### src/cpu_pkg.sv
package cpu_pkg;

  // data and byte address width
  localparam int word_w = 16;

  // instruction opcodes, instr[15:12]
  // ALU opcodes sit at 0..7 so the low three bits line up with alu_op_e
  typedef enum logic [3:0] {
    OP_ADD = 4'd0,
    OP_SUB = 4'd1,
    OP_XOR = 4'd2,
    OP_AND = 4'd3,
    OP_SLL = 4'd4,
    OP_SRA = 4'd5,
    OP_ROR = 4'd6,
    OP_OR  = 4'd7,
    OP_LW  = 4'd8,
    OP_SW  = 4'd9,
    OP_LLB = 4'd10,
    OP_LHB = 4'd11,
    OP_B   = 4'd12,
    OP_BR  = 4'd13,
    OP_PCS = 4'd14,
    OP_HLT = 4'd15
  } opcode_e;

  // branch condition, instr[11:9] of B and BR
  typedef enum logic [2:0] {
    COND_NE = 3'd0,
    COND_EQ = 3'd1,
    COND_GT = 3'd2,
    COND_LT = 3'd3,
    COND_GE = 3'd4,
    COND_LE = 3'd5,
    COND_OV = 3'd6,
    COND_AL = 3'd7
  } cond_e;

  typedef enum logic [3:0] {
    ALU_ADD, ALU_SUB, ALU_XOR, ALU_AND, ALU_SLL, ALU_SRA, ALU_ROR, ALU_OR,
    ALU_LLB, ALU_LHB, ALU_PASS_B
  } alu_op_e;

  // write-back source for the register file
  typedef enum logic [1:0] {WB_ALU, WB_MEM, WB_PC} wb_sel_e;

  typedef struct packed {
    logic z;
    logic v;
    logic n;
  } flags_t;

  typedef struct packed {
    logic    reg_we;
    wb_sel_e wb_sel;
    logic    mem_we;
    alu_op_e alu_op;
    // one enable per flag, same layout as flags_t
    flags_t  flag_en;
    logic    is_branch;
    logic    is_br_reg;
    logic    is_hlt;
    cond_e   cond;
  } ctrl_t;

  // program load strobe, addr is a byte address like pc
  typedef struct packed {
    logic              we;
    logic [word_w-1:0] addr;
    logic [word_w-1:0] data;
  } prog_wr_t;

  typedef struct packed {
    logic              valid;
    logic [word_w-1:0] pc;
    logic              reg_we;
    logic [3:0]        rd;
    logic [word_w-1:0] wr_data;
    logic              mem_we;
    logic [word_w-1:0] mem_addr;
    logic [word_w-1:0] mem_wdata;
  } retire_t;

endpackage

### src/data_mem.sv
`timescale 1ns/1ps

module data_mem import cpu_pkg::*; #(
  parameter int DATA_AW = 8
) (
  input  logic              clk,
  input  logic              step,
  input  logic              mem_we,
  input  logic [word_w-1:0] base,
  input  logic [word_w-1:0] imm,
  input  logic [word_w-1:0] wdata,
  output logic [word_w-1:0] addr,
  output logic [word_w-1:0] rdata
);

  logic [word_w-1:0] offset;
  // contents are undefined until written
  logic [word_w-1:0] mem [2**DATA_AW];

  // signed 4-bit word offset scaled to bytes
  assign offset = {{(word_w-5){imm[3]}}, imm[3:0], 1'b0};
  // base forced to a word boundary
  assign addr   = {base[word_w-1:1], 1'b0} + offset;
  assign rdata  = mem[addr[DATA_AW:1]];

  always_ff @(posedge clk) begin
    if (step && mem_we) begin
      mem[addr[DATA_AW:1]] <= wdata;
    end
  end

endmodule

### config.mk
export PLATFORM = sky130hd
export DESIGN_NAME = data_mem
export DESIGN_NICKNAME = d
export VERILOG_FILES = /design/src/cpu_pkg.sv /design/src/data_mem.sv
export SDC_FILE = /design/constraint.sdc
export NUM_CORES = 2
export LEC_CHECK = 0
export BUFFER_PORTS_ARGS = -buffer_cell sky130_fd_sc_hd__buf_4
export CORE_ASPECT_RATIO = 1.2
export CORE_MARGIN = 2
export CORE_UTILIZATION = 50
export CTS_BUF_LIST = sky130_fd_sc_hd__clkbuf_4 sky130_fd_sc_hd__clkbuf_8 sky130_fd_sc_hd__clkbuf_16
export DETAILED_ROUTE_END_ITERATION = 8
export PLACE_DENSITY = 0.75
export SLEW_MARGIN = 10
export SYNTH_ARGS = -nofsm -noshare
export SYNTH_HDL_FRONTEND = slang
export SYNTH_SLANG_ARGS = --single-unit
### constraint.sdc
create_clock -name clk -period 13.69 [get_ports clk]
set_input_delay 2.738 -clock clk [delete_from_list [all_inputs] [get_ports clk]]
set_output_delay 2.738 -clock clk [all_outputs]
set_load 0.05 [all_outputs]
==> reports/qor.yml <==
syn_inst: 6485
min_path_cells: 1
synth_warnings: 0
min-delay-start: "wdata[12]"
ir_drop_uv: 112
antenna_violating_nets_post_route: 0
synthToLayoutAreaGrowth_pct: 12.4
htree_levels: 5
avgSynthCellArea_um2: 24.2
end_kind: "primary output"
synth.top_cell.area_share_pct: 78.2
hold_end: "mem[80][12]$_DFFE_PP_"
gp_congestion: 0.838
portBuffers: 68
ctsHoldBuffers: 0
worst_pin_slew_ps: 1310
grt_max_degree: 161
dieWidth_um: 516
max_cap_violations: 0
dieArea_mm2: 0.319
status: "finished clean"
comb_power_share_pct: 12.0
post_cts_buffers: 0
use_met2_pct: 39.7
nNetsFinal: 6998
ios: 83
syn-cell-area_mm2: 0.157
yosys-top-cells-count: "edfxtp_1 (4096), mux4_2 (1270), nor2_1 (279), nand2_1 (216), clkbuf_1 (187)"
synth_cell_type_count: 53
finalSetupViolCount: 0
fp.dieH_um: 618
cts_resized: 0
cp_max_fo: 67
p_leak_uw: 0.0546
min_path_type: "in -> reg"
min_period_ps: 10790
drt_iter0_drc: 11100
design.core.area_mm2: 0.313
syn_nets: 6551
seqPwrFrac_pct: 50.7
drv_slew: 0
ys_async_sr_fraction_pct: 0
cp.arrival_ps: 8050
switching_share_pct: 23.7
ys_seq_area_share_pct: 78.2
synth_area_leaders: "edfxtp_1 (78%), mux4_2 (18%), nor2_1 (0.67%)"
wl_per_cell_um: 33.7
ys_ff_latch: 4096
wl_um: 387000
clkSinkCount: 4096
grt_pass1_wl_um: 551000
drc: 0
p_switching_uw: 6480
period_share_pct: 78.8
design_area_mm2: 0.177
grt_pass1_vias: 74900
drive_above_1_share_pct: 32.4
intPower_uw: 20900
grt_setup_unrepaired: "false"
synth_area_leader_cell: "edfxtp_1"
post-route-util_pct: 56.5
required_ps: 10950
cts.path.max_buffers: 4
placed_area_mm2: 0.165
first_pass_iters: 5
dp_hpwl_um: 215000
cp-start-kind: "input pin"
synth.most_common_cell: "edfxtp_1"
synth_edf_count: 4096
clk_pin_slew_ps: 60
hold_viol_final: 0
rows: 225
grtUsageTotal_pct: 24.2
cts_made_buffers: 363
max_freq_ghz: 0.0927
cts_tree: "done"
fillers: 21600
p_clk_share_pct: 37.4
drt-vias-per-instance: 6.41
tns_ps: 0
gr-usage-met1_pct: 31.5
initial_core_util_pct: 50.2
overflow: 0
slew_headroom_pct: 12.4
antenna_found_initial: 30
synth_ff_type: "edfxtp_1"
num_vias: 73600
power_density_mw_per_mm2: 155
use_met3_pct: 4.82
grt_busiest_layer: "met2"
cts_root_buf: "clkbuf_16"
path_class: "in -> out"
largest_reg_flops: 4096
## per-stage QoR
step	setup slack, ps	power, uW	hold slack (ps)	cells
detailed placement	2900	17400	3210	10800
finish	2900	27300	2300	11500
floorplan	4470	16100	2840	6485
global route	2860	28000	2290	11500
global placement	2950	17300	3200	10800
CTS	2860	27400	2240	11400
## worst max path at each step
stage / start / to / slack, ps / depth (start not counted)
final: base[1] / rdata[12] / 2900 / 11
after global routing: base[1] / rdata[12] / 2860 / 11
after CTS: base[1] / rdata[12] / 2860 / 11
after detailed placement: base[1] / rdata[12] / 2900 / 11
after global placement: base[1] / rdata[12] / 2950 / 11
after floorplan: base[1] / rdata[10] / 4470 / 12
## metal layers
layer	part of all wire, %	vias to the layer above
li1	-	28800
met1	34	39200
met2	50	4772
met3	10	784
met4	5.3	22
met5	0.039	-
## worst max-delay path, cell delays in order
cell and delay, ps:
buf_4 120, ha_4 150, fa_4 1400, buf_12 450
buf_4 550, mux4_2 320, mux4_2 240, nand2_1 120
a32oi_1 1080, and4_1 450, buf_4 230
## power groups by stage
stage	combinational (uW)	sequential (uW)	clock [uW]
finish	3270	13900	10200
global route	3370	13800	10800
CTS	3270	13900	10300
detailed placement	3230	14100	0
global placement	3180	14100	0
floorplan	1940	14100	0
## placed cells by master (no fill, tap or decap), types with 7 or more instances in the layout
cell type	Yosys	layout
clkinv_2	0	52
a32oi_1	47	47
nor2_1	279	257
nand2_1	216	200
and3_1	20	20
mux4_2	1270	1270
diode_2	0	57
clkbuf_4	0	70
bufinv_16	0	33
clkbuf_8	0	16
o21ai_0	7	7
mux2i_1	52	52
buf_12	0	26
nor2_2	0	22
a31oi_1	17	17
clkbuf_16	0	373
edfxtp_1	4096	4096
clkinv_1	0	81
nand3_1	9	9
nor3_1	9	7
nand4_1	8	8
nand2_2	0	16
buf_4	17	394
clkinvlp_4	0	29
and4_1	17	17
ha_1	14	13
## cells by family (layout without fill, tap and decap cells)
| family | Yosys count | after routing | synth area share, % |
|---|---|---|---|
| buf+inv | 366 | 1101 | 1.01 |
| mux | 1322 | 1322 | 18.5 |
| flops | 4096 | 4096 | 78.2 |
| compound gates | 104 | 104 | 0.523 |
| other cells | 1 | 58 | 0.00239 |
| simple gates | 571 | 571 | 1.51 |
| fa+ha+maj | 15 | 15 | 0.124 |
| xor+xnor | 10 | 10 | 0.0605 |
## final cells by class
class / instances / area [um2] / share of cell area (%)
Inverter: 9 / 36.3 / 0.0205
Clock buffer: 443 / 9860 / 5.58
Timing Repair Buffer: 439 / 3750 / 2.12
Clock inverter: 210 / 1960 / 1.11
Tap cell: 4199 / 5250 / 2.97
Antenna cell: 57 / 143 / 0.0807
Sequential cell: 4096 / 123000 / 69.6
Multi-Input combinational cell: 2023 / 32800 / 18.5
(Power assumes the default switching activity.)
