[config.mk]
export PLATFORM = sky130hd
export DESIGN_NAME = prog_mem
export DESIGN_NICKNAME = d
export VERILOG_FILES = /design/src/cpu_pkg.sv /design/src/prog_mem.sv
export SDC_FILE = /design/constraint.sdc
export NUM_CORES = 2
export LEC_CHECK = 0
export BUFFER_PORTS_ARGS = -buffer_cell sky130_fd_sc_hd__clkbuf_2
export CORE_UTILIZATION = 29
export CTS_CLUSTER_SIZE = 25
export DETAILED_ROUTE_END_ITERATION = 8
export PLACE_DENSITY = 0.56
export RECOVER_POWER = 25
export SLEW_MARGIN = 20
export SYNTH_ARGS = -nofsm -noshare
export SYNTH_HDL_FRONTEND = slang
export SYNTH_SLANG_ARGS = --single-unit
[constraint.sdc]
create_clock -name clk -period 2 [get_ports clk]
set_input_delay 0 -clock clk [delete_from_list [all_inputs] [get_ports clk]]
set_output_delay 0 -clock clk [all_outputs]
set_load 0.03 [all_outputs]
[src/cpu_pkg.sv]
package cpu_pkg;

  // data and byte address width
  localparam int word_w = 16;

  // instruction opcodes, instr[15:12]
  // ALU opcodes sit at 0..7 so the low three bits line up with alu_op_e
  typedef enum logic [3:0] {
    OP_ADD = 4'd0,
    OP_SUB = 4'd1,
    OP_XOR = 4'd2,
    OP_AND = 4'd3,
    OP_SLL = 4'd4,
    OP_SRA = 4'd5,
    OP_ROR = 4'd6,
    OP_OR  = 4'd7,
    OP_LW  = 4'd8,
    OP_SW  = 4'd9,
    OP_LLB = 4'd10,
    OP_LHB = 4'd11,
    OP_B   = 4'd12,
    OP_BR  = 4'd13,
    OP_PCS = 4'd14,
    OP_HLT = 4'd15
  } opcode_e;

  // branch condition, instr[11:9] of B and BR
  typedef enum logic [2:0] {
    COND_NE = 3'd0,
    COND_EQ = 3'd1,
    COND_GT = 3'd2,
    COND_LT = 3'd3,
    COND_GE = 3'd4,
    COND_LE = 3'd5,
    COND_OV = 3'd6,
    COND_AL = 3'd7
  } cond_e;

  typedef enum logic [3:0] {
    ALU_ADD, ALU_SUB, ALU_XOR, ALU_AND, ALU_SLL, ALU_SRA, ALU_ROR, ALU_OR,
    ALU_LLB, ALU_LHB, ALU_PASS_B
  } alu_op_e;

  // write-back source for the register file
  typedef enum logic [1:0] {WB_ALU, WB_MEM, WB_PC} wb_sel_e;

  typedef struct packed {
    logic z;
    logic v;
    logic n;
  } flags_t;

  typedef struct packed {
    logic    reg_we;
    wb_sel_e wb_sel;
    logic    mem_we;
    alu_op_e alu_op;
    // one enable per flag, same layout as flags_t
    flags_t  flag_en;
    logic    is_branch;
    logic    is_br_reg;
    logic    is_hlt;
    cond_e   cond;
  } ctrl_t;

  // program load strobe, addr is a byte address like pc
  typedef struct packed {
    logic              we;
    logic [word_w-1:0] addr;
    logic [word_w-1:0] data;
  } prog_wr_t;

  typedef struct packed {
    logic              valid;
    logic [word_w-1:0] pc;
    logic              reg_we;
    logic [3:0]        rd;
    logic [word_w-1:0] wr_data;
    logic              mem_we;
    logic [word_w-1:0] mem_addr;
    logic [word_w-1:0] mem_wdata;
  } retire_t;

endpackage

[src/prog_mem.sv]
`timescale 1ns/1ps

module prog_mem import cpu_pkg::*; #(
  parameter int PROG_AW = 8
) (
  input  logic              clk,
  input  prog_wr_t          prog_wr,
  input  logic [word_w-1:0] pc,
  output logic [word_w-1:0] instr
);

  // one instruction word per entry
  logic [word_w-1:0] mem [2**PROG_AW];

  // byte addresses, bit 0 ignored
  assign instr = mem[pc[PROG_AW:1]];

  // load port, used only while the core is stopped
  always_ff @(posedge clk) begin
    if (prog_wr.we) begin
      mem[prog_wr.addr[PROG_AW:1]] <= prog_wr.data;
    end
  end

endmodule

==> impl_metrics.py <==
metrics = {
    "route": {
        "wl_um": 452000,
        "wl_per_cell_um": 27.8,
        "drc": 0,
        "dr.pass1.iters": 5,
        "viasPerCell": 5.07,
        "vias": 82400,
        "ant_nets": 0,
        "drt-initial-drc-count": 10300,
    },
    "setup_path": {
        "critPathCaptureType": "primary output",
        "path_delay_family": "compound AO/OA/AOI/OAI gates",
        "required_ps": 2000,
        "setup.worst_path.class": "flop to primary output",
        "path_max_fanout": 2,
        "cp_slowest_stage_delay_ps": 660,
        "start_kind": "flop",
        "critPathLaunch": "mem[169][11]",
        "cp_slowest_cell": "nor4_4",
        "crit_arrival_ps": 3730,
        "path_buf_inv": 2,
        "path_cells": "mux2i_1 -> o221ai_1 -> a21oi_1 -> o31ai_2 -> buf_4 -> o32ai_4 -> nor4_4 -> clkbuf_8",
    },
    "global_routing": {
        "grt_max_degree": 124,
        "grt_pass1_wl_um": 638000,
        "grt_pass1_vias": 83300,
        "track_usage_pct": 16.0,
        "antenna_found_initial": 34,
        "grt_overflow_total": 0,
    },
    "power_and_ir_drop": {
        "peakVddDrop_mv": 0.741,
        "p_leak_nw": 62.2,
        "power_mw": 183,
        "power_density_mw_per_mm2": 943,
    },
    "yosys": {
        "synth_top_flop_cell": "edfxtp_1",
        "synthTopCellsByArea": "edfxtp_1 78%, mux4_2 11%, mux2i_1 3.6%",
        "synthArstFlopShare_pct": 0,
        "synth_edf_count": 4096,
        "syn_inst": 7344,
        "synth_top_area_share_pct": 77.7,
        "syn_nets": 7394,
        "yosysUniqueCellTypes": 51,
        "yosysWarningCount": 0,
        "synth_top_cell_by_area": "edfxtp_1",
        "syn_area_per_cell_um2": 21.6,
        "ys_seq_area_share_pct": 77.7,
        "mappedNetlistArea_mm2": 0.158,
        "ys_ff_latch": 4096,
    },
    "clocking": {
        "clk_path_buf_depth": 4,
        "cts_tree": "built",
        "clockRootBuffer": "clkbuf_16",
        "cts_buffers": 411,
        "clk_pin_slew_worst_paths_ps": 60,
        "h-tree-depth": 5,
        "cts_sinks": 4096,
    },
    "placement": {
        "hpwl_um": 289000,
        "gp_routability_congestion": 0.870,
        "port_buffers": 49,
        "placed_cell_area_mm2": 0.180,
    },
    "cells_and_area": {
        "nNetsFinal": 8700,
        "largest_reg_flops": 4096,
        "area_delta_synth_final_pct": 22.6,
        "final_cell_area_mm2": 0.194,
        "finish.utilization_pct": 35.7,
        "drive_above_1_share_pct": 33.2,
    },
    "sta": {
        "slew_viol_final": 897,
        "clock.fmax_mhz": 268,
        "relSlewSlack_pct": -57.6,
        "layout_min_cycle_time_ps": 3730,
        "hold_violations": 0,
        "setup_viol": 353,
        "fin_crit_sh_pct": 187,
        "grt_setup_unrepaired": "true",
        "setup_slack_ps": -1730,
        "worst_pin_slew_ps": 2360,
    },
    "job": {
        "maxCapViolations": 13,
    },
    "floorplan": {
        "coreArea_mm2": 0.544,
        "initial_utilization_pct": 29.1,
        "row_count": 271,
        "die_area_mm2": 0.549,
        "die_w_um": 741,
        "dieHeight_um": 741,
        "top_level_ports": 66,
    },
    "status": {
        "status": "complete, but fails checks",
        "violations": "max-capacitance violations, max-slew violations, negative setup slack",
    },
    "worst_hold_path": {
        "hold_start": "prog_wr[21]",
        "hold_path_class": "input pin to flop",
    },
}
==> final cells by class <==
class                   instances  area [um2]
diodes                         11        27.5
clock buffers                 500       10800
clock inverters               258        2680
fillers                     49700      350000
inverters                       4        27.5
multi-input cells            2792       34100
flip-flops and latches       4096      123000
well taps                    7234        9050
repair buffers               1345       14600
==> cell families (layout without fill, tap and decap cells) <==
kind of cell | Yosys count | after routing | synth area share [%]
DFF | 4096 | 4096 | 77.7
muxes | 1450 | 1450 | 15.5
AOI/OAI and AO/OA | 786 | 786 | 3.54
and+or+nand+nor | 556 | 556 | 1.58
buffers and inverters | 456 | 2107 | 1.70
other | 0 | 11 | 0
==> where the power goes <==
group	switching, mW	internal (mW)	total (mW)
clock network	32.9	44.3	77.2
logic	6.90	4.52	11.4
registers	0.0403	94.6	94.7
total	39.8	143	183
==> cells in the final DEF, fill, tap and decap left out, drive strengths merged, types with 3 or more instances in the layout <==
cell and n:
nand2 38, a21oi 175, nor2b 9, clkbuf 571
o21ai 38, nor4 18, diode 11, a211oi 18
buf 1244, edfxtp 4096, or2 5, a221oi 28
mux2 88, o31ai 16, o22ai 148, clkinvlp 20
inv 18, nand2b 3, a22oi 43, mux4 797
o221ai 253, nand3 35, and3 11, a22o 32
a2111oi 6, nand4b 3, nor3 92, nand4 26
bufinv 45, nor2 304, mux2i 565, o32ai 21
dlygate4sd3 30, clkinv 179, a31oi 6
==> through the flow <==
stage	cells	TNS, ps	hold WS, ps	setup WS, ps
floorplan	7344	-297740	98.9	-165
global placement	15500	-43120	318	-2290
detailed placement	15500	-53950	335	-2140
CTS	16200	-25910	4.44	-1780
global route	16200	-80630	189	-1790
finish	16200	-41060	209	-1730
==> synth_stat cells, drive strengths merged, types with 21 or more instances <==
cell type,count
a21oi,175
a221oi,28
a22o,32
a22oi,43
buf,222
clkbuf,230
edfxtp,4096
mux2,88
mux2i,565
mux4,797
nand2,38
nand3,35
nand4,26
nor2,304
nor3,92
o21ai,38
o221ai,253
o22ai,148
o32ai,21
==> path summary, 6_finish.rpt <==
| check | to | cells past startpoint |
|---|---|---|
| min | mem[124][1] | 5 |
| max | instr[11] | 8 |
==> per-layer routing <==
metal  up-vias  global-route usage (%)  part of all wire, %
li1      34000                       -                    -
met1     44200                    23.0                   43
met2      3573                    25.3                   46
met3       638                    2.18                  7.6
met4         6                    4.90                  3.3
met5         -                       0               0.0077
==> repair_timing <==
action,in CTS,in global routing
gates resized for setup,119,36
pin swaps,46,33
hold buffers,30,0
endpoints found under the hold margin,4647,0
setup endpoints to repair,16,35
setup buffers,1,0
(Power assumes the default switching activity.)
