**src/cpu_pkg.sv**
```systemverilog
package cpu_pkg;

  // data and byte address width
  localparam int word_w = 16;

  // instruction opcodes, instr[15:12]
  // ALU opcodes sit at 0..7 so the low three bits line up with alu_op_e
  typedef enum logic [3:0] {
    OP_ADD = 4'd0,
    OP_SUB = 4'd1,
    OP_XOR = 4'd2,
    OP_AND = 4'd3,
    OP_SLL = 4'd4,
    OP_SRA = 4'd5,
    OP_ROR = 4'd6,
    OP_OR  = 4'd7,
    OP_LW  = 4'd8,
    OP_SW  = 4'd9,
    OP_LLB = 4'd10,
    OP_LHB = 4'd11,
    OP_B   = 4'd12,
    OP_BR  = 4'd13,
    OP_PCS = 4'd14,
    OP_HLT = 4'd15
  } opcode_e;

  // branch condition, instr[11:9] of B and BR
  typedef enum logic [2:0] {
    COND_NE = 3'd0,
    COND_EQ = 3'd1,
    COND_GT = 3'd2,
    COND_LT = 3'd3,
    COND_GE = 3'd4,
    COND_LE = 3'd5,
    COND_OV = 3'd6,
    COND_AL = 3'd7
  } cond_e;

  typedef enum logic [3:0] {
    ALU_ADD, ALU_SUB, ALU_XOR, ALU_AND, ALU_SLL, ALU_SRA, ALU_ROR, ALU_OR,
    ALU_LLB, ALU_LHB, ALU_PASS_B
  } alu_op_e;

  // write-back source for the register file
  typedef enum logic [1:0] {WB_ALU, WB_MEM, WB_PC} wb_sel_e;

  typedef struct packed {
    logic z;
    logic v;
    logic n;
  } flags_t;

  typedef struct packed {
    logic    reg_we;
    wb_sel_e wb_sel;
    logic    mem_we;
    alu_op_e alu_op;
    // one enable per flag, same layout as flags_t
    flags_t  flag_en;
    logic    is_branch;
    logic    is_br_reg;
    logic    is_hlt;
    cond_e   cond;
  } ctrl_t;

  // program load strobe, addr is a byte address like pc
  typedef struct packed {
    logic              we;
    logic [word_w-1:0] addr;
    logic [word_w-1:0] data;
  } prog_wr_t;

  typedef struct packed {
    logic              valid;
    logic [word_w-1:0] pc;
    logic              reg_we;
    logic [3:0]        rd;
    logic [word_w-1:0] wr_data;
    logic              mem_we;
    logic [word_w-1:0] mem_addr;
    logic [word_w-1:0] mem_wdata;
  } retire_t;

endpackage

```
**src/reg_file.sv**
```systemverilog
`timescale 1ns/1ps

module reg_file import cpu_pkg::*; (
  input  logic              clk,
  input  logic              arst_n,
  input  logic              step,
  input  logic              reg_we,
  input  wb_sel_e           wb_sel,
  input  logic [3:0]        rs,
  input  logic [3:0]        rt,
  input  logic [3:0]        rd,
  input  logic [word_w-1:0] alu_out,
  input  logic [word_w-1:0] rdata,
  input  logic [word_w-1:0] pc_plus2,
  output logic [word_w-1:0] rs_data,
  output logic [word_w-1:0] rt_data,
  output logic [word_w-1:0] wr_data
);

  // r0 has no storage
  logic [word_w-1:0] regs [1:15];

  // write-back source select
  always_comb begin
    case (wb_sel)
      WB_MEM:  wr_data = rdata;
      WB_PC:   wr_data = pc_plus2;
      default: wr_data = alu_out;
    endcase
  end

  // reads return the pre-edge value
  assign rs_data = (rs == 4'd0) ? '0 : regs[rs];
  assign rt_data = (rt == 4'd0) ? '0 : regs[rt];

  always_ff @(posedge clk or negedge arst_n) begin
    if (!arst_n) begin
      for (int i = 1; i < 16; i++) begin
        regs[i] <= '0;
      end
    end else if (step && reg_we && (rd != 4'd0)) begin
      regs[rd] <= wr_data;
    end
  end

endmodule

```
**config.mk**
```make
export PLATFORM = sky130hd
export DESIGN_NAME = reg_file
export DESIGN_NICKNAME = d
export VERILOG_FILES = /design/src/cpu_pkg.sv /design/src/reg_file.sv
export SDC_FILE = /design/constraint.sdc
export NUM_CORES = 1
export LEC_CHECK = 0
export BUFFER_PORTS_ARGS = -buffer_cell sky130_fd_sc_hd__buf_2
export CORE_MARGIN = 2
export CORE_UTILIZATION = 40
export DETAILED_ROUTE_END_ITERATION = 8
export PLACE_DENSITY_LB_ADDON = 0.2
export RECOVER_POWER = 100
export SLEW_MARGIN = 20
export SYNTH_ARGS = -nofsm -noshare
export SYNTH_HDL_FRONTEND = slang
export SYNTH_SLANG_ARGS = --single-unit
```
**constraint.sdc**
```tcl
create_clock -name clk -period 1.78 [get_ports clk]
set_input_delay 0.178 -clock clk [delete_from_list [all_inputs] [get_ports clk]]
set_output_delay 0.178 -clock clk [all_outputs]
set_load 0.005 [all_outputs]
```
==> PnR_summary.wiki <==
{| class="wikitable"
! Metric !! Value
|-
| Result of the run || finished, violations left
|-
| Failing checks || setup timing
|-
| Relative contribution of sequential cells to total power || 0.434
|-
| Count of non-filler cells in the finished layout || 1809
|-
| Worst setup slack after layout || -0.481 ns
|-
| Antenna violations before repair || 0
|-
| Main flop type after synthesis || sky130_fd_sc_hd__dfrtp_1
|-
| Vias || 10400
|-
| Net switching share of the total power || 0.294
|-
| Power per standard cell area || 1000 nW/um^2
|-
| Class of the tightest hold or removal check || in -> reg
|-
| Max Buffers Root-to-Sink || 3
|-
| Largest net degree at the start of global routing || 64
|-
| Unrepaired setup endpoints after global routing || true
|-
| Global-route wire length before repair || 65.5 mm
|-
| Syn nets || 1201
|-
| Max FFs per register || 240
|-
| Final-report max-slew violation count || 0
|-
| Maximum fanout encountered on the critical timing path || 3
|-
| Avg Synthesized Cell Area || 11.8 sq um
|-
| Endpoint type of the worst setup path || output pin
|-
| Final net count || 1417
|-
| Clock Skew || 0 ns
|-
| Fraction of layout cells with a size suffix above 1 || 0.423
|-
| Sum of overflow across all layers after global routing || 0
|-
| Critical Path RT || 1.60 ns
|-
| Critical path start-end classification || reg -> out
|-
| Measured slew at the worst slew-check pin || 0.925 ns
|-
| Area post-placement || 15400 sq um
|-
| Total length of routed wires || 42.9 mm
|-
| Critical path's largest stage delay || 0.46 ns
|-
| Number of warnings issued by yosys || 0
|-
| Iteration-0 DRC Markers || 764
|-
| Slew margin rel. || 0.383
|-
| Number of failing setup endpoints in the final timing report || 46
|-
| FFs w/ async S/R, synth || 1.00
|-
| Clock network power share || 0.329
|-
| Leakage || 7.62 nW
|-
| Gpl congestion || 0.826
|-
| Count of endpoints failing hold in the final timing report || 0
|-
| Syn Std Cell Area || 13300 sq um
|-
| Die Wd || 187 um
|-
| Synthesized instance count || 1133
|-
| Average wire length per cell after detail routing || 23.7 um
|-
| Share of the cycle needed by the critical path after routing || 1.27
|-
| Ant. Diodes || 0
|-
| Slowest CP cell || sky130_fd_sc_hd__o211ai_1
|-
| Data arrival, critical path || 2.08 ns
|-
| Clock input transition at the sequential cells of the worst setup and hold paths || 0.06 ns
|-
| Count of boundary I/O pins || 114
|-
| DIE AREA || 34800 sq um
|-
| Shortest clock period the worst path allows after layout || 2.26 ns
|-
| Share of synthesized area occupied by flip-flops and latches || 0.450
|-
| Gate family responsible for the most delay along the worst path || compound AO/OA/AOI/OAI gates
|-
| Top-count cell post-synth || sky130_fd_sc_hd__dfrtp_1
|-
| Synthesized flop and latch total || 240
|-
| Largest vdd supply drop || 0.000755 V
|-
| CP bufs+invs || 1
|-
| Share of the synthesized area in the top cell type || 0.450
|-
| Number of input and output port buffers inserted || 113
|-
| Number of levels in the clock H-tree || 1
|-
| Core area || 32700 sq um
|-
| Clock Sinks || 240
|-
| Placed instance count || 1741
|-
| Cell variety after synth || 47
|-
| Largest register by flop count || regs
|-
| Max-Cap Viols || 0
|-
| Post-route design area || 16600 sq um
|-
| Antenna violation net count after detailed routing || 0
|-
| Crit-path cells || mux2i_1 -> a221oi_2 -> a21oi_1 -> o211ai_1 -> buf_2
|-
| Share of power burned in combinational logic || 0.238
|-
| Library cell used as clock root buffer || sky130_fd_sc_hd__clkbuf_16
|-
| DR vias/cell || 5.74
|-
| Effective utilization at floorplan || 0.408
|-
| Half-perimeter wire length of the detailed placement result || 28.4 mm
|-
| Cell type contributing the most total cell area after synthesis || sky130_fd_sc_hd__dfrtp_1
|-
| TritonRoute pass-1 iters || 5
|-
| Sort of element at the start of the critical path || flip-flop
|-
| Number of design rule violations left after detail routing || 0
|-
| Switching component of the power || 4.90 mW
|-
| Latest clock arrival within the worst-skew pair || 0.54 ns
|-
| Largest registers || regs x240
|-
| Internal power consumption || 11.8 mW
|-
| Leading post-synthesis cells by cell area || sky130_fd_sc_hd__dfrtp_1 45%, sky130_fd_sc_hd__mux2_2 13%, sky130_fd_sc_hd__mux4_2 10%, sky130_fd_sc_hd__mux2i_1 6.2%, sky130_fd_sc_hd__nand2_1 4.3%
|-
| Row count || 66
|-
| Total routing resource utilization after global routing || 0.246
|-
| Number of flops mapped to enable cells by yosys || 0
|-
| Highest Clock Rate || 0.442 GHz
|-
| Inserted Clock Buffers || 27
|-
| Vertical die dimension || 187 um
|-
| Fill cell instance count of the final layout || 2967
|-
| Post-synth top cells || 240 x sky130_fd_sc_hd__dfrtp_1, 155 x sky130_fd_sc_hd__mux2_2, 154 x sky130_fd_sc_hd__nand2_1
|-
| Via count of the first global-routing pass || 10400
|-
| Tot Pwr || 16.7 mW
|-
| Clock tree from TritonCTS || built
|-
| Area Growth Syn to Fin || 24.5%
|}
==> layer usage <==
metal | global-route usage | routed length [um] | up-vias
met4 | 0.0531 | 831 | 0
li1 | - | - | 4667
met1 | 0.356 | 19900 | 5327
met5 | 0 | 0 | -
met3 | 0.0308 | 2170 | 61
met2 | 0.397 | 20000 | 332
==> power by group through the flow <==
stage	combinational [mW]	sequential (mW)	clock, mW
2_1_floorplan	2.44	7.01	0
6_report	3.96	7.23	5.48
3_5_place_dp	3.71	7.27	0
4_1_cts	3.94	7.18	5.56
3_3_place_gp	3.64	7.24	0
5_1_grt	4.31	7.34	5.78
==> layout make-up <==
class / count / area (sq um) / area share
well taps: 442 / 553 / 0.0333
clock inverters: 5 / 53.8 / 0.00324
flip-flops and latches: 240 / 6010 / 0.362
inverters: 20 / 76.3 / 0.00460
repair buffers: 277 / 2100 / 0.126
multi-input cells: 783 / 7020 / 0.423
clock buffers: 42 / 802 / 0.0483
==> path summary, 6_finish.rpt <==
check	startpoint	endpoint	slack (ns)	cells past startpoint
min in group asynchronous	arst_n	regs[15]	0.32	2
max	regs[126]	rt_data[14]	-0.48	5
min reg2reg	regs[230]	regs[230]	0.50	2
max in group asynchronous	arst_n	regs[86]	0.20	3
min	alu_out[12]	regs[124]	0.22	5
max reg2reg	regs[161]	regs[161]	0.87	2
==> logic make-up after synthesis <==
logic type,count (synthesis),share of synthesized area
adders and majority gates,2,0.00188
DFF,240,0.450
and+or+nand+nor,226,0.0782
AOI/OAI and AO/OA,252,0.120
muxes,303,0.303
buffers and inverters,110,0.0465
==> worst register-to-register path, stage by stage, from the launching register on <==
cell,delay [ns]
sky130_fd_sc_hd__dfrtp_1,0.40
sky130_fd_sc_hd__buf_4,0.15
sky130_fd_sc_hd__mux2_2,0.25
==> repair_timing <==
action                     4_1_cts  5_1_grt
resized for setup               54       34
buffers inserted                15        7
setup endpoints to repair       43       37
pin swaps                       51       28
hold endpoints to repair        57        0
hold buffers                     1        0
==> metrics by stage <==
step | util | setup WS, ns | setup TNS, ns | hold slack (ns)
finish | 0.508 | -0.481 | -12.18 | 0.222
global route | 0.508 | -0.534 | -17.10 | 0.267
detailed placement | 0.471 | -0.318 | -6.82 | 0.172
CTS | 0.506 | -0.486 | -11.17 | 0.170
floorplan | - | 0.199 | 0 | -0.118
global placement | 0.471 | -0.358 | -5.94 | 0.168
==> placed cells by master, fill, tap and decap left out, types with 18 or more instances in the layout <==
master and count:
sky130_fd_sc_hd__buf_12 28, sky130_fd_sc_hd__buf_2 110, sky130_fd_sc_hd__buf_4 107, sky130_fd_sc_hd__clkbuf_1 27, sky130_fd_sc_hd__clkbuf_16 27, sky130_fd_sc_hd__dfrtp_1 240, sky130_fd_sc_hd__inv_1 18, sky130_fd_sc_hd__mux2_2 152
sky130_fd_sc_hd__mux2i_1 73, sky130_fd_sc_hd__mux4_2 62, sky130_fd_sc_hd__nand2_1 148, sky130_fd_sc_hd__nor2_1 18, sky130_fd_sc_hd__o21ai_0 95, sky130_fd_sc_hd__o21ai_1 18
No activity file was read; power rests on OpenSTA's default activity.
