$ cat config.mk
export PLATFORM = sky130hd
export DESIGN_NAME = pc_control
export DESIGN_NICKNAME = d
export VERILOG_FILES = /design/src/cpu_pkg.sv /design/src/pc_control.sv
export SDC_FILE = /design/constraint.sdc
export NUM_CORES = 1
export LEC_CHECK = 0
export BUFFER_PORTS_ARGS = -buffer_cell sky130_fd_sc_hd__buf_2
export CAP_MARGIN = 20
export CORE_MARGIN = 3
export CORE_UTILIZATION = 52
export CTS_CLUSTER_DIAMETER = 30
export DETAILED_ROUTE_END_ITERATION = 10
export GPL_ROUTABILITY_DRIVEN = 0
export PLACE_DENSITY_LB_ADDON = 0.08
export SYNTH_ARGS = -nofsm -noshare
export SYNTH_HDL_FRONTEND = slang
export SYNTH_SLANG_ARGS = --single-unit
$ cat constraint.sdc
create_clock -name clk -period 5.85 [get_ports clk]
set_clock_uncertainty 0.1 [all_clocks]
set_input_delay 0.2925 -clock clk [delete_from_list [all_inputs] [get_ports clk]]
set_output_delay 0.2925 -clock clk [all_outputs]
set_load 0.02 [all_outputs]
$ cat src/cpu_pkg.sv
package cpu_pkg;

  // data and byte address width
  localparam int word_w = 16;

  // instruction opcodes, instr[15:12]
  // ALU opcodes sit at 0..7 so the low three bits line up with alu_op_e
  typedef enum logic [3:0] {
    OP_ADD = 4'd0,
    OP_SUB = 4'd1,
    OP_XOR = 4'd2,
    OP_AND = 4'd3,
    OP_SLL = 4'd4,
    OP_SRA = 4'd5,
    OP_ROR = 4'd6,
    OP_OR  = 4'd7,
    OP_LW  = 4'd8,
    OP_SW  = 4'd9,
    OP_LLB = 4'd10,
    OP_LHB = 4'd11,
    OP_B   = 4'd12,
    OP_BR  = 4'd13,
    OP_PCS = 4'd14,
    OP_HLT = 4'd15
  } opcode_e;

  // branch condition, instr[11:9] of B and BR
  typedef enum logic [2:0] {
    COND_NE = 3'd0,
    COND_EQ = 3'd1,
    COND_GT = 3'd2,
    COND_LT = 3'd3,
    COND_GE = 3'd4,
    COND_LE = 3'd5,
    COND_OV = 3'd6,
    COND_AL = 3'd7
  } cond_e;

  typedef enum logic [3:0] {
    ALU_ADD, ALU_SUB, ALU_XOR, ALU_AND, ALU_SLL, ALU_SRA, ALU_ROR, ALU_OR,
    ALU_LLB, ALU_LHB, ALU_PASS_B
  } alu_op_e;

  // write-back source for the register file
  typedef enum logic [1:0] {WB_ALU, WB_MEM, WB_PC} wb_sel_e;

  typedef struct packed {
    logic z;
    logic v;
    logic n;
  } flags_t;

  typedef struct packed {
    logic    reg_we;
    wb_sel_e wb_sel;
    logic    mem_we;
    alu_op_e alu_op;
    // one enable per flag, same layout as flags_t
    flags_t  flag_en;
    logic    is_branch;
    logic    is_br_reg;
    logic    is_hlt;
    cond_e   cond;
  } ctrl_t;

  // program load strobe, addr is a byte address like pc
  typedef struct packed {
    logic              we;
    logic [word_w-1:0] addr;
    logic [word_w-1:0] data;
  } prog_wr_t;

  typedef struct packed {
    logic              valid;
    logic [word_w-1:0] pc;
    logic              reg_we;
    logic [3:0]        rd;
    logic [word_w-1:0] wr_data;
    logic              mem_we;
    logic [word_w-1:0] mem_addr;
    logic [word_w-1:0] mem_wdata;
  } retire_t;

endpackage

$ cat src/pc_control.sv
`timescale 1ns/1ps

module pc_control import cpu_pkg::*; (
  input  logic              clk,
  input  logic              arst_n,
  input  logic              run,
  input  ctrl_t             ctrl,
  input  flags_t            flags,
  input  logic [word_w-1:0] imm,
  input  logic [word_w-1:0] rs_data,
  output logic [word_w-1:0] pc,
  output logic [word_w-1:0] pc_plus2,
  output logic              step
);

  logic [word_w-1:0] pc_nxt;
  logic              taken;

  // condition test against the stored flags
  function automatic logic cond_met(cond_e c, flags_t f);
    case (c)
      COND_NE: return !f.z;
      COND_EQ: return f.z;
      COND_GT: return !f.z && !f.n;
      COND_LT: return f.n;
      COND_GE: return f.z || !f.n;
      COND_LE: return f.z || f.n;
      COND_OV: return f.v;
      default: return 1'b1;
    endcase
  endfunction

  // retire while running unless parked on HLT
  assign step     = run && !ctrl.is_hlt;
  assign pc_plus2 = pc + word_w'(2);
  assign taken    = ctrl.is_branch && cond_met(ctrl.cond, flags);

  always_comb begin
    pc_nxt = pc_plus2;
    if (taken) begin
      // BR jumps to rs, B is pc relative in words
      pc_nxt = ctrl.is_br_reg ? rs_data : pc_plus2 + {imm[word_w-2:0], 1'b0};
    end
  end

  always_ff @(posedge clk or negedge arst_n) begin
    if (!arst_n) begin
      pc <= '0;
    end else if (step) begin
      pc <= pc_nxt;
    end
  end

endmodule

==> out/summary.log <==
INFO  synth          synthDistinctLibCells=60
INFO  worst_setup_path critical-path-top-delay-family=simple AND/OR/NAND/NOR gates
INFO  clock_tree     path_clk_slew=0.06ns
INFO  cells_and_area final_net_count=397
INFO  timing         fmax=295.9MHz
INFO  cells_and_area area_growth_syn_to_layout=19.94%
INFO  cells_and_area largest_register=pc
INFO  floorplan      start_util=0.5505
INFO  worst_setup_path criticalPathCategory=flop to flop
INFO  synth          synth.ff_latch_count=16
INFO  worst_setup_path cp_slowest_cell=sky130_fd_sc_hd__dfrtp_1
INFO  clock_tree     tritoncts.num_buffers=3
INFO  placement      io_buffers=75
INFO  placement      placed_cell_area=2402um2
INFO  synth          syn_area=2046um2
INFO  timing         fin_crit_sh=0.5776
INFO  synth          ys_dominant_reg_cell=sky130_fd_sc_hd__dfrtp_1
INFO  route          ant_nets=0
INFO  worst_hold_path timing.hold.worst.class=input pin to flop
INFO  route          initialDrtViolationCount=120
INFO  synth          seq_area_frac_synth=0.1957
INFO  global_route   grtUsageTotal=0.2444
INFO  flow_run       cap_violations=0
INFO  cells_and_area area_taken_by_flip_flops_and_latches=400.4um2
INFO  cells_and_area multi_input_area=1533um2
INFO  worst_setup_path worstSetupEndpointType=flop
INFO  timing         final_period_minus_worst_setup_slack=3.379ns
INFO  power_and_ir_drop total_leakage_power=1.125nW
INFO  synth          ys.warnings.count=0
INFO  cells_and_area largest_register_ffs=16
INFO  synth          post_synth_inst_count=255
INFO  route          drt_first_pass_iters=4
INFO  route          drt_drc_violations_left=0
INFO  cells_and_area final_design_area_no_fill=2454um2
INFO  global_route   grt_pass1_wl=8666um
INFO  timing         maxSlewViolCount=0
INFO  clock_tree     clock_sink_count=16
INFO  clock_tree     cts_setup_buffers=0
INFO  clock_tree     cts_max_level=1
INFO  global_route   grt_start_max_net_pins=29
INFO  timing         tightestPinTransition=0.7538ns
INFO  worst_setup_path worst_ep_required_time=5.88ns
INFO  timing         hold_viol=0
INFO  cells_and_area reg.largest.list=pc x16
INFO  worst_setup_path timing.critical_path.fanout_max=6
INFO  cells_and_area antenna-diode-count=0
INFO  outcome        outcome=finished clean
INFO  synth          synth.largest_area_cell=sky130_fd_sc_hd__dfrtp_1
INFO  clock_tree     cts.path.max_buffers=2
INFO  clock_tree     cts_tree=done
INFO  worst_setup_path cp-start-kind=flop
INFO  clock_tree     clock-root-buffer=sky130_fd_sc_hd__clkbuf_8
INFO  synth          yosys_top_cell_area_share=0.1957
INFO  synth          synth_area_leaders=sky130_fd_sc_hd__dfrtp_1 (20%), sky130_fd_sc_hd__ha_1 (11%), sky130_fd_sc_hd__xnor2_1 (6.4%), sky130_fd_sc_hd__a21oi_1 (5.4%), sky130_fd_sc_hd__nand2_1 (4.2%)
INFO  placement      post-dp-hpwl=4441um
INFO  global_route   via_count_of_the_first_global_routing_pass=1864
INFO  synth          count_of_flip_flops_with_a_built_in_enable_after_synthesis=0
INFO  route          wire_per_inst=15.28um
INFO  worst_setup_path most_frequent_cp_cell=sky130_fd_sc_hd__ha_1
INFO  synth          syn_avg_cell_area=8.022um2
INFO  floorplan      num_io_pins=88
INFO  global_route   global_route.overflow_total=0
INFO  floorplan      chipWidth=68.72um
INFO  floorplan      chipHeight=68.72um
INFO  timing         grt_setup_unrepaired=no
INFO  route          totalWireLength=5639um
INFO  worst_setup_path worstPathArrival=3.41ns
INFO  power_and_ir_drop p_per_area=398.4nW/um2
INFO  synth          ys_async_sr_fraction=1.000
INFO  timing         slew_headroom=0.4974
INFO  route          num_vias=2161
INFO  cells_and_area drive_above_1_share=0.2897
INFO  timing         post_route_setup_tns=0ns
INFO  floorplan      die_area=4722um2
INFO  clock_tree     clk-insertion-delay-late=0.25ns
INFO  worst_setup_path worst-path-buf-inv=0
INFO  synth          mappedNetlistNets=329
INFO  timing         setup_viol=0
INFO  global_route   antenna_found_initial=0
INFO  floorplan      floorplan.core_area=3716um2
INFO  cells_and_area fill_cells=350
INFO  worst_setup_path slowest_delay=0.40ns
INFO  route          post_drt_via_cell_ratio=5.856
INFO  floorplan      placement_rows=22
INFO  power_and_ir_drop power.ir.vdd_worst=0.3028mV
INFO  worst_setup_path path_cells=ha_1 > nand2_1 > nor2_1 > nand3_1 > xnor2_1 > ha_1 > a21oi_1 > nor2b_1 > nor3_2 > xor2_1 > nor3_1 > o32a_1
worst paths after layout:
| path | from | end | slack, ns | cells past startpoint |
|---|---|---|---|---|
| worst min register to register | pc[0]$_DFFE_PN0P_ | pc[0]$_DFFE_PN0P_ | 0.42 | 1 |
| min in group asynchronous | arst_n | pc[14]$_DFFE_PN0P_ | 0.39 | 2 |
| worst max-delay path | pc[1]$_DFFE_PN0P_ | pc[11]$_DFFE_PN0P_ | 2.47 | 12 |
| max in group asynchronous | arst_n | pc[1]$_DFFE_PN0P_ | 4.99 | 2 |
| worst min-delay path | rs_data[0] | pc[0]$_DFFE_PN0P_ | 0.17 | 2 |
| worst max register to register | pc[1]$_DFFE_PN0P_ | pc[11]$_DFFE_PN0P_ | 2.47 | 12 |
layout by cell type (no fill, tap or decap), drive strengths merged, types with 2 or more instances in the layout:
| cell type | count |
|---|---|
| and3 | 5 |
| nor2 | 17 |
| nand2 | 23 |
| clkbuf | 3 |
| nor3 | 3 |
| a21oi | 23 |
| nand2b | 4 |
| o21a | 7 |
| ha | 18 |
| buf | 76 |
| or3 | 2 |
| nand3 | 11 |
| nor4 | 2 |
| and4 | 2 |
| dfrtp | 16 |
| inv | 7 |
| o22ai | 2 |
| nor2b | 6 |
| a41oi | 2 |
| nand4 | 5 |
| xor2 | 7 |
| o21ai | 24 |
| o211ai | 8 |
| a211oi | 2 |
| a311oi | 2 |
| a21o | 6 |
| a31oi | 2 |
| xnor2 | 15 |
final cells by class:
cell class	instances	share of cell area
multi-input cells	218	0.6247
well taps	48	0.02448
flip-flops and latches	16	0.1632
repair buffers	77	0.1601
inverters	7	0.01071
clock buffers	3	0.01683
where the power goes:
part	leakage, nW	internal, W	total (W)	switching (W)
combinational	0.918	0.000268	0.000680	0.000412
sequential	0.186	0.000147	0.000215	0.0000679
clock	0.0216	0.0000457	0.0000834	0.0000377
total	1.13	0.000460	0.000978	0.000517
through the flow:
stage / setup WS [ns] / power (W) / util / hold slack [ns] / std cells
after CTS: 2.454 / 0.0009790 / 0.6603 / 0.1715 / 369
after global placement: 2.567 / 0.0008850 / 0.6465 / 0.1248 / 365
after detailed placement: 2.502 / 0.0008924 / 0.6465 / 0.1289 / 365
after floorplan: 2.506 / 0.0007161 / - / -0.1031 / 255
final: 2.471 / 0.0009776 / 0.6603 / 0.1651 / 369
after global routing: 2.140 / 0.001064 / 0.6603 / 0.1652 / 369
cells in the mapped netlist, drive strengths merged (2+ instances only):
master,number
o21ai,24
a21oi,23
nand2,23
ha,18
nor2,17
dfrtp,16
xnor2,15
nand3,11
buf,9
o211ai,8
inv,7
o21a,7
xor2,7
a21o,6
nor2b,6
and3,5
clkbuf,5
nand4,5
nand2b,4
nor3,3
a211oi,2
a311oi,2
a31oi,2
a41oi,2
and4,2
nor4,2
o22ai,2
or3,2
timing repair:
action                                  in CTS  in global routing
gates resized for setup                      0                  0
endpoints found under the setup margin       0                  0
hold buffers                                 1                  0
hold endpoints to repair                    16                  0
worst reg2reg max path: stages (launching register included):
cell	delay, ns
sky130_fd_sc_hd__dfrtp_1	0.40
sky130_fd_sc_hd__ha_1	0.30
sky130_fd_sc_hd__nand2_1	0.14
sky130_fd_sc_hd__nor2_1	0.35
sky130_fd_sc_hd__nand3_1	0.15
sky130_fd_sc_hd__xnor2_1	0.38
sky130_fd_sc_hd__ha_1	0.36
sky130_fd_sc_hd__a21oi_1	0.23
sky130_fd_sc_hd__nor2b_1	0.10
sky130_fd_sc_hd__nor3_2	0.22
sky130_fd_sc_hd__xor2_1	0.16
sky130_fd_sc_hd__nor3_1	0.06
sky130_fd_sc_hd__o32a_1	0.31
metal layers:
metal / vias up / track usage / wire, um
met2: 96 / 0.3897 / 2539
met4: 0 / 0.08759 / 113
met3: 15 / 0.02269 / 469
li1: 1086 / - / -
met5: - / 0 / 0
met1: 964 / 0.3422 / 2516
logic make-up after synthesis:
kind of cell / Yosys count / synth area share
compound gates: 91 / 0.2973
simple gates: 84 / 0.2239
xor+xnor: 22 / 0.09786
buf+inv: 21 / 0.05505
fa+ha+maj: 19 / 0.1199
flops: 16 / 0.1957
mux: 2 / 0.01040
(Power assumes the default switching activity.)
