--- src/cpu_pkg.sv ---
package cpu_pkg;

  // data and byte address width
  localparam int word_w = 16;

  // instruction opcodes, instr[15:12]
  // ALU opcodes sit at 0..7 so the low three bits line up with alu_op_e
  typedef enum logic [3:0] {
    OP_ADD = 4'd0,
    OP_SUB = 4'd1,
    OP_XOR = 4'd2,
    OP_AND = 4'd3,
    OP_SLL = 4'd4,
    OP_SRA = 4'd5,
    OP_ROR = 4'd6,
    OP_OR  = 4'd7,
    OP_LW  = 4'd8,
    OP_SW  = 4'd9,
    OP_LLB = 4'd10,
    OP_LHB = 4'd11,
    OP_B   = 4'd12,
    OP_BR  = 4'd13,
    OP_PCS = 4'd14,
    OP_HLT = 4'd15
  } opcode_e;

  // branch condition, instr[11:9] of B and BR
  typedef enum logic [2:0] {
    COND_NE = 3'd0,
    COND_EQ = 3'd1,
    COND_GT = 3'd2,
    COND_LT = 3'd3,
    COND_GE = 3'd4,
    COND_LE = 3'd5,
    COND_OV = 3'd6,
    COND_AL = 3'd7
  } cond_e;

  typedef enum logic [3:0] {
    ALU_ADD, ALU_SUB, ALU_XOR, ALU_AND, ALU_SLL, ALU_SRA, ALU_ROR, ALU_OR,
    ALU_LLB, ALU_LHB, ALU_PASS_B
  } alu_op_e;

  // write-back source for the register file
  typedef enum logic [1:0] {WB_ALU, WB_MEM, WB_PC} wb_sel_e;

  typedef struct packed {
    logic z;
    logic v;
    logic n;
  } flags_t;

  typedef struct packed {
    logic    reg_we;
    wb_sel_e wb_sel;
    logic    mem_we;
    alu_op_e alu_op;
    // one enable per flag, same layout as flags_t
    flags_t  flag_en;
    logic    is_branch;
    logic    is_br_reg;
    logic    is_hlt;
    cond_e   cond;
  } ctrl_t;

  // program load strobe, addr is a byte address like pc
  typedef struct packed {
    logic              we;
    logic [word_w-1:0] addr;
    logic [word_w-1:0] data;
  } prog_wr_t;

  typedef struct packed {
    logic              valid;
    logic [word_w-1:0] pc;
    logic              reg_we;
    logic [3:0]        rd;
    logic [word_w-1:0] wr_data;
    logic              mem_we;
    logic [word_w-1:0] mem_addr;
    logic [word_w-1:0] mem_wdata;
  } retire_t;

endpackage

--- src/instr_decode.sv ---
`timescale 1ns/1ps

module instr_decode import cpu_pkg::*; (
  input  logic [word_w-1:0] instr,
  output logic [3:0]        rs,
  output logic [3:0]        rt,
  output logic [3:0]        rd,
  output logic [word_w-1:0] imm,
  output ctrl_t             ctrl
);

  opcode_e op;

  assign op = opcode_e'(instr[15:12]);
  assign rd = instr[11:8];

  always_comb begin
    // defaults fit the plain ALU forms
    rs   = instr[7:4];
    rt   = instr[3:0];
    // 4-bit offset or shift amount, zero extended
    imm  = {{(word_w-4){1'b0}}, instr[3:0]};
    ctrl = '{
      reg_we:    1'b0,
      wb_sel:    WB_ALU,
      mem_we:    1'b0,
      alu_op:    ALU_PASS_B,
      flag_en:   3'b000,
      is_branch: 1'b0,
      is_br_reg: 1'b0,
      is_hlt:    1'b0,
      cond:      cond_e'(instr[11:9])
    };
    case (op)
      OP_ADD, OP_SUB, OP_XOR, OP_AND, OP_SLL, OP_SRA, OP_ROR, OP_OR: begin
        ctrl.reg_we    = 1'b1;
        ctrl.alu_op    = alu_op_e'({1'b0, instr[14:12]});
        ctrl.flag_en.z = 1'b1;
        // only add and sub touch V and N
        ctrl.flag_en.v = (op == OP_ADD) || (op == OP_SUB);
        ctrl.flag_en.n = (op == OP_ADD) || (op == OP_SUB);
      end
      OP_LW: begin
        ctrl.reg_we = 1'b1;
        ctrl.wb_sel = WB_MEM;
      end
      OP_SW: begin
        // store data comes from the rd field
        rt          = instr[11:8];
        ctrl.mem_we = 1'b1;
      end
      OP_LLB, OP_LHB: begin
        // read old rd so the untouched byte survives
        rs          = instr[11:8];
        imm         = {{(word_w-8){1'b0}}, instr[7:0]};
        ctrl.reg_we = 1'b1;
        ctrl.alu_op = (op == OP_LLB) ? ALU_LLB : ALU_LHB;
      end
      OP_B: begin
        imm            = {{(word_w-9){instr[8]}}, instr[8:0]};
        ctrl.is_branch = 1'b1;
      end
      OP_BR: begin
        ctrl.is_branch = 1'b1;
        ctrl.is_br_reg = 1'b1;
      end
      OP_PCS: begin
        ctrl.reg_we = 1'b1;
        ctrl.wb_sel = WB_PC;
      end
      default: ctrl.is_hlt = 1'b1;
    endcase
  end

endmodule

--- config.mk ---
export PLATFORM = sky130hd
export DESIGN_NAME = instr_decode
export DESIGN_NICKNAME = d
export VERILOG_FILES = /design/src/cpu_pkg.sv /design/src/instr_decode.sv
export SDC_FILE = /design/constraint.sdc
export NUM_CORES = 1
export LEC_CHECK = 0
export BUFFER_PORTS_ARGS = -buffer_cell sky130_fd_sc_hd__buf_4
export CORE_MARGIN = 5
export CORE_UTILIZATION = 33
export DETAILED_ROUTE_END_ITERATION = 8
export PLACE_DENSITY = 0.87
export SYNTH_ARGS = -nofsm -noshare
export SYNTH_HDL_FRONTEND = slang
export SYNTH_SLANG_ARGS = --single-unit
--- constraint.sdc ---
create_clock -name vclk -period 2.4
set_clock_uncertainty 0.05 [all_clocks]
set_input_delay 0.36 -clock vclk [all_inputs]
set_output_delay 0.36 -clock vclk [all_outputs]
set_load 0.05 [all_outputs]
==> flow_summary.ini, run 1 <==
[run_status]
status = finished clean

[detailed_routing]
drc_errors = 0
wl_per_cell_um = 13.9
viasPerCell = 4.58
first_iter_violations = 2
routed_wl_mm = 1.52
num_vias = 499
antenna_left = 0
drt-pass1-iter-count = 2

[min_path]
min_from = instr[1]
hold_path.class = primary input to output port

[clocking]
cts_hold_buf = 0
post_cts_buffers = 0
cts_resized = 0

[floorplan]
die_w_um = 47.3
initial_core_util_pct = 35.3
die_height_um = 47.3
io_pins = 61
rows = 13
core-area_mm2 = 0.00130
dieArea_mm2 = 0.00224

[critical_path]
criticalPathCategory = primary input to output port
cp-end-kind = output port
critPathArrivalTime_ns = 1.52
startpoint_type = primary input
cp_data_required_time_ns = 1.99
cp-startpoint = instr[13]
worstPathMaxFanout = 12

[timing]
tightest_slew_ns = 0.402
fin_crit_ns = 1.93
slew_violations = 0
max_freq_ghz = 0.517
setup_tns_ns = 0
hold_viol = 0
hold_slack_ns = 0.938
relSlewSlack_pct = 73.1
post-route-period-util_pct = 80.5
rsz0062_at_grt = no
setup_viol = 0

[synth]
seq_area_frac_synth_pct = 0
post-synth-top-area-cell = buf_4
synth_common_cells = buf_4 (21), a21boi_0 (4), mux2_2 (4), mux2_4 (4), nor2_1 (3)
synth_cell_types = 22
syn-instance-count = 57
synth_top_area_share_pct = 34.3
netlist_top_cells_area = buf_4 (34%), mux2_4 (13%), mux2_2 (9.8%)
yosysMostFrequentCell = buf_4
syn_avg_cell_area_um2 = 8.06
ys_warn_count = 0
syn_nets = 73
syn_area_um2 = 459

[layout]
fillers = 132
seq_cells = 0
nets = 112
area_delta_synth_final_pct = 69.5
clockBufferCount = 0
seqCellArea_um2 = 0
fin_area_um2 = 778
final_util_pct = 59.8
layout-drive-gt1-share_pct = 77.7
diodes = 0

[global_routing]
grt_pass1_vias = 453
grt_first_pass_wirelength_mm = 1.99
grt_usage_pct = 11.6
grt_max_degree = 13
grt-ovfl-total = 0
antenna_found_initial = 0

[power]
power.density_mw_per_mm2 = 316
p_total_w = 0.000246
leakagePower_nw = 0.432
irDropWorstVdd_mv = 0.137

[place]
hpwl_mm = 1.31
placed_area_um2 = 778
gpl.final_weighted_congestion = 0.695
port_buffers = 61

[run]
cap_viol_max_count = 0
==> report_power, final <==
group	internal, W	switching (W)
clock network	0	0
logic	0.0000799	0.000166
registers	0	0
total	0.0000799	0.000166
==> final cells by class <==
cell class         instances  area (um^2)  area share [%]
repair buffers            61          458            58.8
multi-input cells         31          294            37.8
well taps                 15         18.8            2.41
inverters                  2         7.51           0.965
==> cell families after synthesis <==
group	count (synthesis)	share of synthesized area (%)
buffers and inverters	26	41.7
muxes	8	22.9
AOI/OAI and AO/OA	8	12.5
and+or+nand+nor	15	22.9
==> final timing paths <==
check / end / depth (start not counted)
hold / removal: imm[1] / 2
setup / recovery: rt[2] / 4
==> per-stage QoR <==
| stage | instances | setup slack [ns] |
|---|---|---|
| after floorplan | 57 | 0.171 |
| after global placement | 109 | 0.473 |
| after detailed placement | 109 | 0.456 |
| after CTS | 109 | 0.455 |
| after global routing | 109 | 0.426 |
| final | 109 | 0.467 |
==> worst max-delay path: stages <==
cell and delay, ns:
buf_4 0.17, and4bb_1 0.47, mux2_4 0.33, buf_4 0.19
==> per-layer routing <==
| layer | GRT usage (%) | vias to the layer above | routed length (um) |
|---|---|---|---|
| li1 | - | 250 | - |
| met1 | 13.1 | 222 | 493 |
| met2 | 23.5 | 27 | 857 |
| met3 | 1.92 | 0 | 168 |
| met4 | 0 | 0 | 0 |
| met5 | 0 | - | 0 |
==> layout by cell type (no fill, tap or decap), types with 2 or more instances in the layout <==
master,n
a21boi_0,4
buf_4,61
inv_1,2
mux2_2,4
mux2_4,4
nand2_1,2
nor2_1,3
Note: power is estimated with default switching activity, not from simulation.
==> run 2: changes to the inputs <==
--- a/config.mk
+++ b/config.mk
@@ -5,11 +5,12 @@
 export SDC_FILE = /design/constraint.sdc
 export NUM_CORES = 1
 export LEC_CHECK = 0
+export ABC_AREA = 1
 export BUFFER_PORTS_ARGS = -buffer_cell sky130_fd_sc_hd__buf_4
 export CORE_MARGIN = 5
-export CORE_UTILIZATION = 33
+export CORE_UTILIZATION = 32
 export DETAILED_ROUTE_END_ITERATION = 8
-export PLACE_DENSITY = 0.87
+export PLACE_DENSITY = 0.88
 export SYNTH_ARGS = -nofsm -noshare
 export SYNTH_HDL_FRONTEND = slang
 export SYNTH_SLANG_ARGS = --single-unit
==> constraint.sdc (replaced) <==
create_clock -name vclk -period 1.9
set_clock_uncertainty 0.05 [all_clocks]
set_input_delay 0.285 -clock vclk [all_inputs]
set_output_delay 0.285 -clock vclk [all_outputs]
set_load 0.05 [all_outputs]
==> flow_summary.ini, run 2 <==
[detailed_routing]
viasPerCell = 4.53
routed_wl_mm = 1.52
wl_per_cell_um = 11.0
first_iter_violations = 5
antenna_left = 0
drt-pass1-iter-count = 4
drc_errors = 0
num_vias = 625

[synth]
ys_warn_count = 0
syn-instance-count = 82
syn_nets = 98
netlist_top_cells_area = buf_4 (34%), nand2_1 (30%), nor2_4 (5.3%)
synth_cell_types = 14
seq_area_frac_synth_pct = 0
synth_common_cells = nand2_1 (34), buf_4 (19), nand3_1 (4), nor2_1 (4), nor3_1 (4)
syn_avg_cell_area_um2 = 5.17
post-synth-top-area-cell = buf_4
synth_top_area_share_pct = 33.6
yosysMostFrequentCell = nand2_1
syn_area_um2 = 424

[timing]
fin_crit_ns = 1.72
max_freq_ghz = 0.580
relSlewSlack_pct = 70.7
post-route-period-util_pct = 90.8
hold_viol = 0
setup_tns_ns = 0
tightest_slew_ns = 0.438
slew_violations = 0
rsz0062_at_grt = no
setup_viol = 0

[critical_path]
criticalPathCategory = primary input to output port
startpoint_type = primary input
critPathMaxStageDelay_ns = 0.41
cpMostUsedCell = buf_4
crit_chain = buf_4 -> inv_1 -> nand2_1 -> nor3b_2 -> buf_4
cp_data_required_time_ns = 1.56
cp.buffers_inverters = 3
critical_path.slowest_cell = nor3b_2
path_depth = 5
worstPathMaxFanout = 8
critPathArrivalTime_ns = 1.39
cp_top_family = buffers and inverters
cp-end-kind = output port

[power]
p_total_w = 0.000314
cellInternalPower_w = 0.0000913
leakagePower_nw = 0.470
switchingPower_w = 0.000222
pwr-share-comb_pct = 100.0
swShare_pct = 70.9
power_frac_clock_pct = 0
power.density_mw_per_mm2 = 409
irDropWorstVdd_mv = 0.217
pwr-share-seq_pct = 0

[run]
cap_viol_max_count = 0

[global_routing]
grt_pass1_vias = 526
grt_max_degree = 10
antenna_found_initial = 0
grt-ovfl-total = 0
grt_usage_pct = 13.1
grt_first_pass_wirelength_mm = 2.22

[layout]
layout_common_cells = buf_4 (61), nand2_1 (34), nand3_1 (4)
final_common_cell = buf_4
diodes = 0
layout-drive-gt1-share_pct = 59.3
seqCellArea_um2 = 0
clockBufferCount = 0
area_delta_synth_final_pct = 80.8
nets = 141
seq_cells = 0
stdcell_count = 138

[place]
hpwl_mm = 1.36
port_buffers = 61
gpl.final_weighted_congestion = 0.820
post-place-cells = 138

[floorplan]
core-area_mm2 = 0.00128
dieArea_mm2 = 0.00215
die_height_um = 46.4
die_w_um = 46.4
io_pins = 61
rows = 13
initial_core_util_pct = 33.0

[min_path]
hold_path.class = primary input to output port
holdPathStages = 2

[clocking]
post_cts_buffers = 0
cts_hold_buf = 0
cts_resized = 0

[run_status]
status = finished clean
## run 2: cell types whose count changed after synthesis, sizes merged, moves of 4 or more
cell	previous run	this run
nor2	3	8
nand2	2	37
a21boi	4	0
mux2	8	0
buf	23	19
## run 2: metal layers
metal	wire length (um)	track usage (%)	vias to the layer above
met2	764	25.5	35
li1	-	-	318
met4	0	0	0
met1	519	15.7	272
met5	0	0	-
met3	239	1.95	0
## run 2: power by group through the flow
stage | clock (W) | combinational, W | sequential [W]
global placement | 0 | 0.000312 | 0
global route | 0 | 0.000329 | 0
CTS | 0 | 0.000316 | 0
finish | 0 | 0.000314 | 0
floorplan | 0 | 0.000223 | 0
detailed placement | 0 | 0.000315 | 0
## run 2: cells by family (layout without fill, tap and decap cells)
family / Yosys count / count (layout) / synth area share, %
buf+inv: 25 / 66 / 38.9
compound gates: 3 / 3 / 3.54
simple gates: 54 / 54 / 57.5
## run 2: final cells by class
type | count | area [um^2]
Timing Repair Buffer | 61 | 458
Inverter | 5 | 18.8
Tap cell | 15 | 18.8
Fill cell | 135 | 518
Multi-Input combinational cell | 57 | 272
## run 2: worst paths after layout
kind	endpoint	slack [ns]	start
worst max-delay path	imm[14]	0.18	instr[12]
worst min-delay path	imm[2]	0.79	instr[2]
## run 2: through the flow
stage / util, % / area (um^2) / hold WS, ns / worst slack, ns
CTS: 59.7 / 767 / 0.789 / 0.171
floorplan: - / 437 / 0.619 / -0.156
finish: 59.7 / 767 / 0.788 / 0.176
detailed placement: 59.7 / 767 / 0.788 / 0.176
global placement: 59.7 / 767 / 0.786 / 0.254
global route: 59.7 / 767 / 0.796 / 0.0862
